--- src/include/video_defs.svh ---
`ifndef VIDEO_DEFS_SVH
`define VIDEO_DEFS_SVH

// Default active frame size of a 720p stream.
`define VIDEO_H_ACT 1280
`define VIDEO_V_ACT 720

// Cycles from an input pixel to its blurred output.
// Buffer 1, window 1, filter 2.
`define VIDEO_LATENCY 4

`endif

--- src/verilog/video_pkg.sv ---
package video_pkg;

    // One pixel, red in the top byte.
    typedef struct packed {
        logic [7:0] r;
        logic [7:0] g;
        logic [7:0] b;
    } rgb_t;

    // Video sync as delivered with each pixel.
    typedef struct packed {
        logic hsync;
        logic vsync;
        logic de;
    } sync_t;

endpackage : video_pkg

--- src/verilog/gauss_blur.sv ---
module gauss_blur import video_pkg::*; (
    input              clk,
    input              reset,
    input  rgb_t       tap_00,
    input  rgb_t       tap_01,
    input  rgb_t       tap_02,
    input  rgb_t       tap_10,
    input  rgb_t       tap_11,
    input  rgb_t       tap_12,
    input  rgb_t       tap_20,
    input  rgb_t       tap_21,
    input  rgb_t       tap_22,
    input              win_de,
    input              win_inside,
    output rgb_t       pix_out
);

    logic [9:0]  sum_top [3];   // Per channel, index 2 is red.
    logic [9:0]  sum_mid [3];
    logic [9:0]  sum_bot [3];
    logic [11:0] acc     [3];
    logic        valid;
    rgb_t        blur;

    // 1-2-1 weighting along one row.
    function automatic logic [9:0] row_sum(input logic [7:0] a, b, c);
        row_sum = {2'b00, a} + {1'b0, b, 1'b0} + {2'b00, c};
    endfunction

    always_ff @(posedge clk) begin
        for (int ch = 0; ch < 3; ch++) begin
            sum_top[ch] <= row_sum(tap_00[ch*8 +: 8], tap_01[ch*8 +: 8], tap_02[ch*8 +: 8]);
            sum_mid[ch] <= row_sum(tap_10[ch*8 +: 8], tap_11[ch*8 +: 8], tap_12[ch*8 +: 8]);
            sum_bot[ch] <= row_sum(tap_20[ch*8 +: 8], tap_21[ch*8 +: 8], tap_22[ch*8 +: 8]);
        end
    end

    always_ff @(posedge clk) begin
        if (reset) begin
            valid <= 1'b0;
        end else begin
            valid <= win_de && win_inside;
        end
    end

    // Middle row counts twice, +8 rounds the divide by 16.
    always_comb begin
        for (int ch = 0; ch < 3; ch++) begin
            acc[ch] = {2'b00, sum_top[ch]} + {1'b0, sum_mid[ch], 1'b0}
                    + {2'b00, sum_bot[ch]} + 12'd8;
            blur[ch*8 +: 8] = acc[ch][11:4];
        end
    end

    always_ff @(posedge clk) begin
        if (reset) begin
            pix_out <= '0;
        end else begin
            pix_out <= valid ? blur : '0; // Black on the border.
        end
    end

endmodule : gauss_blur

--- config.mk ---
export PLATFORM = sky130hd
export DESIGN_NAME = gauss_blur
export DESIGN_NICKNAME = d
export VERILOG_FILES = /design/src/include/video_defs.svh /design/src/verilog/video_pkg.sv /design/src/verilog/gauss_blur.sv
export SDC_FILE = /design/constraint.sdc
export NUM_CORES = 1
export LEC_CHECK = 0
export BUFFER_PORTS_ARGS = -buffer_cell sky130_fd_sc_hd__buf_2
export CAP_MARGIN = 10
export CORE_AREA = 3 3 129 131
export CTS_CLUSTER_DIAMETER = 30
export DETAILED_ROUTE_END_ITERATION = 6
export DIE_AREA = 0 0 132 134
export PLACE_DENSITY = 0.85
export SYNTH_ARGS = -nofsm -noshare
export SYNTH_HDL_FRONTEND = slang
export SYNTH_SLANG_ARGS = --single-unit
--- constraint.sdc ---
create_clock -name clk -period 6.41 [get_ports clk]
set_input_delay 1.282 -clock clk [delete_from_list [all_inputs] [get_ports clk]]
set_output_delay 1.282 -clock clk [all_outputs]
set_load 0.1 [all_outputs]
# --- Word-level counts from Yosys, hierarchy flattened ---
# Memory sizes are Yosys's and may differ from the RTL's.
# Index checks and enable logic that the tools add are counted.
op_classes:
  n_addsub: 27
  bitwise_logic: 1
  reduce_logical: 2
ops:
  columns: ["op", "n"]
  rows:
  - ["10-bit by 8-bit adder with 10-bit output", 9]
  - ["8-bit by 9-bit adder with 10-bit output", 9]
  - ["10-bit by 11-bit adder with 12-bit output", 3]
  - ["12-bit by 10-bit adder with 12-bit output", 3]
  - ["12-bit by 4-bit adder with 12-bit output (second input constant)", 3]
  - ["2-bit OR reduction", 1]
  - ["1-bit logical AND", 1]
  - ["1-bit inverter", 1]
totals:
  reg_bits: 25
  ram_bits: 90
  input_bits: 220
  output_inout_bits: 24
  n_memories: 3
memory_table:
  columns: ["memory", "depth", "word_bits", "read_ports", "rd_ports_with_merged_regs", "write_ports", "line", "source"]
  rows:
  - ["sum_bot", 3, 10, 3, 0, 3, "gauss_blur.sv:20", "logic [9:0] sum_bot [3];"]
  - ["sum_mid", 3, 10, 3, 0, 3, "gauss_blur.sv:19", "logic [9:0] sum_mid [3];"]
  - ["sum_top", 3, 10, 3, 0, 3, "gauss_blur.sv:18", "logic [9:0] sum_top [3];"]

# --- Longest topological paths before layout ---
# Gate-level depths: netlist of the first run.
logic_depth:
  ltp_word: 3
  depth_mapped: 11

# --- Worst setup path before layout of the first run ---
# Ideal clock, no wire load.
synth_timing:
  path_type: "input to register"
  from: "in tap_00[9] (netlist bit)"
  to: "mem sum_top[1][7], in the netlist sum_top[0][17]"
  setup_ns: 0.123
  arrival_ns: 3.013
  required_ns: 6.287
  path_slack_ns: 3.274
  cell_stages: 9
  n_path_buf: 0
  path_cell_list: "fa_1 ha_1 inv_1 fa_1 nor2b_1 o21ai_0 a21oi_1 a211oi_1 xnor2_1"
synth_lines:
  columns: ["item", "line", "source"]
  rows:
  - ["start, declared", "gauss_blur.sv:4", "input rgb_t tap_00,"]
  - ["end, declared", "gauss_blur.sv:18", null]

==> results.sh, run 1 <==
export IMPL_rsz0062_at_grt="no"
export IMPL_reg2reg_from="sum_mid[0][3]"
export IMPL_ys_async_sr_fraction_pct=0
export IMPL_drt_iter0_drc=297
export IMPL_post_route_period_util_pct=48.0
export IMPL_power_leakage_nw=5.51
export IMPL_powerDensity_nw_per_um2=549
export IMPL_status="completed"
export IMPL_root_buffer="clkbuf_16"
export IMPL_grtUsageTotal_pct=22.9
export IMPL_core_um2=15700
export IMPL_die_area_um2=17700
export IMPL_dpl_hpwl_mm=16.4
export IMPL_vdd_drop_max_mv=0.311
export IMPL_period_minus_slack_ps=3080
export IMPL_tns_ps=0
export IMPL_insertion_delay_ps=420
export IMPL_synth_cells=876
export IMPL_h_tree_depth=4
export IMPL_max_freq_mhz=325
export IMPL_gp_congestion=0.866
export IMPL_vias=7028
export IMPL_wl_per_cell_um=14.5
export IMPL_cpMaxStageDelayCell="fa_1"
export IMPL_cp_arrival_ps=3410
export IMPL_fin_nets=1582
export IMPL_cap_violations=0
export IMPL_syn_nets=1327
export IMPL_slew_headroom_pct=22.2
export IMPL_yosysUniqueCellTypes=52
export IMPL_rrSetupSlack_ps=3600
export IMPL_postCtsHoldBufs=0
export IMPL_via_per_inst=5.16
export IMPL_floorplan_initialDensity_pct=56.8
export IMPL_port_buffers=243
export IMPL_drive_above_1_share_pct=25.3
export IMPL_fin_skew_ps=7.54
export IMPL_final_max_slew_viol_count=0
export IMPL_firstDrtPassIters=5
export IMPL_cts_made_buffers=17
export IMPL_hold_path_class="flip-flop to flip-flop"
export IMPL_ys_ff_latch=115
export IMPL_post_cts_setup_buffers=0
export IMPL_grt_pass1_wl_mm=32.8
export IMPL_start_kind="primary input"
export IMPL_total_power_mw=6.01
export IMPL_cp_required_ps=6740
export IMPL_num_io_pins=244
export IMPL_clk_pin_slew_ps=60
export IMPL_antenna_found_initial=1
export IMPL_max_stage_delay_ps=550
export IMPL_cts_tree="built"
export IMPL_antenna_left=0
export IMPL_synth_area_leader_cell="dfxtp_1"
export IMPL_fin_area_um2=10900
export IMPL_crit_fanout=2
export IMPL_yosys_top_cells_area="dfxtp_1 26%, fa_1 22%, ha_1 19%, inv_1 5.7%, xor2_1 3.3%"
export IMPL_min_from="sum_top[0][20]"
export IMPL_cp_common_cell="fa_1"
export IMPL_final_hold_viol_count=0
export IMPL_postPlaceCellArea_um2=10400
export IMPL_wirelength_mm=19.7
export IMPL_synth_edf_count=0
export IMPL_tightestPinTransition_ps=1170
export IMPL_synth_area_um2=8930
export IMPL_grt_max_degree=29
export IMPL_area_delta_synth_final_pct=22.6
export IMPL_synth_top_area_share_pct=25.8
export IMPL_setup_viol=0
export IMPL_synth_most_common_cell="inv_1"
export IMPL_path_cells="buf_2, fa_1, ha_1, inv_1, fa_1, nor2b_1, o21ai_1, a21oi_1, a211oi_1, nor3_1"
export IMPL_clock_path_buffers=2
export IMPL_die_w_um=132
export IMPL_post_route_drc_count=0
export IMPL_rows=46
export IMPL_yosysWarnings=0
export IMPL_syn_area_per_cell_um2=10.2
export IMPL_worstSetupPathType="primary input to flip-flop"
export IMPL_crit_start="tap_20[1]"
export IMPL_end_kind="flip-flop"
export IMPL_cts_resized=0
export IMPL_ys_seq_area_share_pct=25.8
export IMPL_ys_top_cells_by_count="135 x inv_1, 132 x ha_1, 115 x dfxtp_1, 99 x fa_1, 45 x nor2_1"
export IMPL_grt_pass1_vias=7505
export IMPL_synthFlopType="dfxtp_1"
export IMPL_cts_sinks=115
export IMPL_grt_overflow_total=0
export IMPL_die_h_um=134
-- sequential cells by signal, summed over array words and instances (netlist names) --
name	cells
sum_bot	30
sum_mid	30
sum_top	30
pix_out	24
valid	1
-- metal layers --
metal | track usage [%] | vias to the layer above | routed length [um]
met5 | 0 | - | 0
met1 | 25.0 | 3293 | 7550
met2 | 42.7 | 211 | 10600
li1 | - | 3477 | -
met3 | 5.85 | 47 | 1130
met4 | 9.04 | 0 | 479
-- power by group --
part	switching [mW]	internal [mW]
logic	2.43	1.59
registers	0.102	0.977
clock network	0.335	0.581
total	2.87	3.15
-- final timing paths --
| path | endpoint | cells past startpoint |
|---|---|---|
| max | sum_bot[0][9] | 10 |
| min | pix_out[17] | 4 |
| max reg2reg | pix_out[7] | 10 |
| min reg2reg | pix_out[17] | 4 |
-- final cells by class --
| type | count | area, um2 |
|---|---|---|
| Multi-Input combinational cell | 619 | 6070 |
| Fill cell | 1172 | 4760 |
| Sequential cell | 115 | 2300 |
| Timing Repair Buffer | 243 | 1220 |
| Inverter | 135 | 507 |
| Clock buffer | 20 | 447 |
| Tap cell | 216 | 270 |
| Clock inverter | 12 | 133 |
| Antenna cell | 1 | 2.50 |
-- kinds of logic (layout without fill, tap and decap cells) --
kind of cell | count (synthesis) | count (layout) | share of synthesized area (%)
other | 0 | 1 | 0
XOR/XNOR | 67 | 67 | 6.57
AND/OR/NAND/NOR | 196 | 196 | 10.9
adder cells (fa/ha/maj) | 231 | 231 | 40.7
flip-flops | 115 | 115 | 25.8
AO/OA/AOI/OAI | 124 | 124 | 9.68
buffers and inverters | 142 | 410 | 6.19
multiplexers | 1 | 1 | 0.112
-- metrics by stage --
step	hold WS, ps	utilization, %	setup WS (ps)	std cells
6_report	719	69.7	3330	1361
5_1_grt	780	69.7	3200	1361
3_5_place_dp	664	66.0	2910	1328
3_3_place_gp	665	66.0	3010	1328
2_1_floorplan	611	-	3270	876
4_1_cts	708	69.7	3340	1360
-- worst max-delay path, delay by kind of cell --
kind / cells / cell delay [ps]
adders and majority gates: 3 / 1200
AOI/OAI and AO/OA: 3 / 410
and+or+nand+nor: 2 / 340
buffers and inverters: 2 / 180
-- placed cells by master (no fill, tap or decap), types with 4 or more instances in the layout --
master	Yosys	layout
a211oi_1	17	17
a21o_1	8	8
a21oi_1	34	34
a311oi_1	6	6
a31oi_1	8	8
and3_1	6	6
buf_2	0	243
clkbuf_16	0	17
dfxtp_1	115	115
fa_1	99	99
ha_1	132	132
inv_1	135	135
nand2_1	34	34
nand3_1	26	26
nand4_1	14	14
nor2_1	45	45
nor2b_1	11	11
nor3_1	29	29
nor4_1	6	6
o211ai_1	7	7
o21ai_0	8	8
o21ai_1	4	4
o21bai_1	7	7
or2_2	4	4
or3_1	8	8
xnor2_1	33	33
xor2_1	34	34
Power figures use the tool's default switching activity.
==> inputs of run 2 (changes only) <==
--- a/config.mk
+++ b/config.mk
@@ -7,11 +7,11 @@
 export LEC_CHECK = 0
 export BUFFER_PORTS_ARGS = -buffer_cell sky130_fd_sc_hd__buf_2
 export CAP_MARGIN = 10
-export CORE_AREA = 3 3 129 131
+export CORE_AREA = 3 3 139 141
 export CTS_CLUSTER_DIAMETER = 30
 export DETAILED_ROUTE_END_ITERATION = 6
-export DIE_AREA = 0 0 132 134
-export PLACE_DENSITY = 0.85
+export DIE_AREA = 0 0 142 144
+export PLACE_DENSITY = 0.78
 export SYNTH_ARGS = -nofsm -noshare
 export SYNTH_HDL_FRONTEND = slang
 export SYNTH_SLANG_ARGS = --single-unit
==> constraint.sdc (replaced) <==
create_clock -name clk -period 2.45 [get_ports clk]
set_input_delay 0.49 -clock clk [delete_from_list [all_inputs] [get_ports clk]]
set_output_delay 0.49 -clock clk [all_outputs]
set_load 0.1 [all_outputs]
==> run 2 against run 1 <==
The run now ends with setup timing left. Combinational power grew to 3.9 times the previous value. Utilization shrank 3.8 points. Worst hold slack lost 440 ps. Setup slack lost 3500 ps. Cell area grew 8.8%. Flip-flop and latch count is the same. Global-route usage shrank 3.4 points. Via count grew 3.5%. Largest cell class unchanged.
==> results.sh, run 2 (synthesized netlist as in run 1, its figures left out) <==
export IMPL_status="complete, but fails checks"
export IMPL_violations="setup timing"
export IMPL_worstSetupPathType="flip-flop to flip-flop"
export IMPL_grt_pass1_wl_mm=32.2
export IMPL_powerDensity_nw_per_um2=1750
export IMPL_firstDrtPassIters=5
export IMPL_mostFrequentLayoutCells="243 x buf_2, 123 x inv_1, 110 x ha_1, 108 x dfxtp_1, 94 x fa_1"
export IMPL_layout_setup_ws_ps=-155
export IMPL_clk_pin_slew_ps=60
export IMPL_root_buffer="clkbuf_16"
export IMPL_vdd_drop_max_mv=1.16
export IMPL_slew_headroom_pct=54.0
export IMPL_wl_per_cell_um=14.5
export IMPL_post_route_drc_count=0
export IMPL_grt_max_degree=23
export IMPL_r2r_end="pix_out[22]"
export IMPL_gp_congestion=0.846
export IMPL_pre_cts_slack_ps=-247
export IMPL_start_kind="flip-flop"
export IMPL_cts_made_buffers=17
export IMPL_dpl_hpwl_mm=16.2
export IMPL_ff_latch_area_um2=2310
export IMPL_power_leakage_nw=5.80
export IMPL_die_h_um=144
export IMPL_multi_input_comb_area_um2=6570
export IMPL_final_max_slew_viol_count=0
export IMPL_fin_nets=1636
export IMPL_port_buffers=243
export IMPL_layout_commonest_cell="buf_2"
export IMPL_drive_above_1_share_pct=35.1
export IMPL_via_per_inst=5.10
export IMPL_antenna_found_initial=0
export IMPL_vias=7275
export IMPL_h_tree_depth=4
export IMPL_cts_sinks=115
export IMPL_num_io_pins=244
export IMPL_fin_skew_ps=11.6
export IMPL_grt_pass1_vias=7492
export IMPL_insertion_delay_ps=420
export IMPL_grtUsageTotal_pct=19.5
export IMPL_antenna_left=0
export IMPL_diodes=0
export IMPL_rows=49
export IMPL_die_area_um2=20400
export IMPL_cts_tree="built"
export IMPL_grt_overflow_total=0
export IMPL_cp_required_ps=2810
export IMPL_final_hold_viol_count=0
export IMPL_largestRegisters="sum_bot x30, sum_mid x30, sum_top x30"
export IMPL_area_delta_synth_final_pct=33.5
export IMPL_tightestPinTransition_ps=688
export IMPL_period_minus_slack_ps=2600
export IMPL_setup_viol=13
export IMPL_cap_violations=0
export IMPL_clock_path_buffers=2
export IMPL_floorplan_initialDensity_pct=49.4
export IMPL_wirelength_mm=20.7
export IMPL_rsz0062_at_grt="yes"
export IMPL_whs_path_depth=2
export IMPL_reg2reg_from="sum_top[0][24]"
export IMPL_rrSetupSlack_ps=-150
export IMPL_r2r_cells=11
export IMPL_post_route_period_util_pct=106
export IMPL_drt_iter0_drc=262
export IMPL_whs_ps=278
export IMPL_die_w_um=142
export IMPL_max_freq_mhz=384
export IMPL_end_kind="flip-flop"
export IMPL_crit_fanout=4
export IMPL_cp_arrival_ps=2960
export IMPL_n_fill_cell=1359
export IMPL_min_from="tap_02[16]"
export IMPL_hold_path_class="primary input to flip-flop"
export IMPL_core_um2=18100
export IMPL_min_to="sum_top[0][20]"
## run 2: per-layer routing
| layer | part of all wire [%] | routed length [um] | up-vias | GRT usage, % |
|---|---|---|---|---|
| met5 | 0 | 0 | - | 0 |
| li1 | - | - | 3595 | - |
| met1 | 39 | 8100 | 3450 | 21.3 |
| met2 | 54 | 11100 | 196 | 36.7 |
| met3 | 5.0 | 1030 | 34 | 4.70 |
| met4 | 2.3 | 471 | 0 | 7.02 |
## run 2: report_power, final
part	total, mW	switching (mW)	internal [mW]
Sequential	2.83	0.271	2.56
Clock	2.48	0.958	1.52
Combinational	15.5	8.32	7.19
## run 2: worst max-delay path by stage
stage,cells past startpoint,slack (ps),from,to
floorplan,9,3,sum_mid[0][11],pix_out[15]
global placement,10,-170,sum_mid[0][11],pix_out[13]
detailed placement,10,-250,sum_mid[0][11],pix_out[13]
CTS,10,-140,sum_top[0][12],pix_out[15]
global route,10,-270,sum_top[0][12],pix_out[13]
finish,11,-150,sum_top[0][24],pix_out[22]
## run 2: final cells by class
type,instances,area share (%)
clock buffer,17,3.57
clock inverter,15,1.44
inverter,135,4.25
multi-input combinational,619,55.1
sequential,115,19.4
tap,229,2.40
timing repair buffer,297,13.8
## run 2: critical path, stage by stage, from the launching register on
cell and delay, ps:
dfxtp_2 320, inv_2 40, fa_1 570, inv_2 60, ha_4 220, ha_4 280
nand4_1 170, o22ai_4 300, nand3_4 140, buf_6 140, a211o_1 240, nand2_1 60
## run 2: per-stage QoR
stage	power [mW]	TNS (ps)	utilization [%]	cells	instance area, um2
2_1_floorplan	11.0	0	-	876	8930
3_3_place_gp	14.0	-2150	59.4	1389	10700
3_5_place_dp	14.3	-3680	59.4	1389	10700
4_1_cts	18.9	-450	64.4	1425	11600
5_1_grt	22.4	-2640	65.9	1427	11900
6_report	20.8	-1060	65.9	1427	11900
## run 2: what timing repair did
action                                  CTS  global route
pin swaps                                34            36
gates resized for setup                  48            46
endpoints found under the setup margin   17            19
hold buffers                              0             0
cloned                                    0             0
setup buffers                             4             3
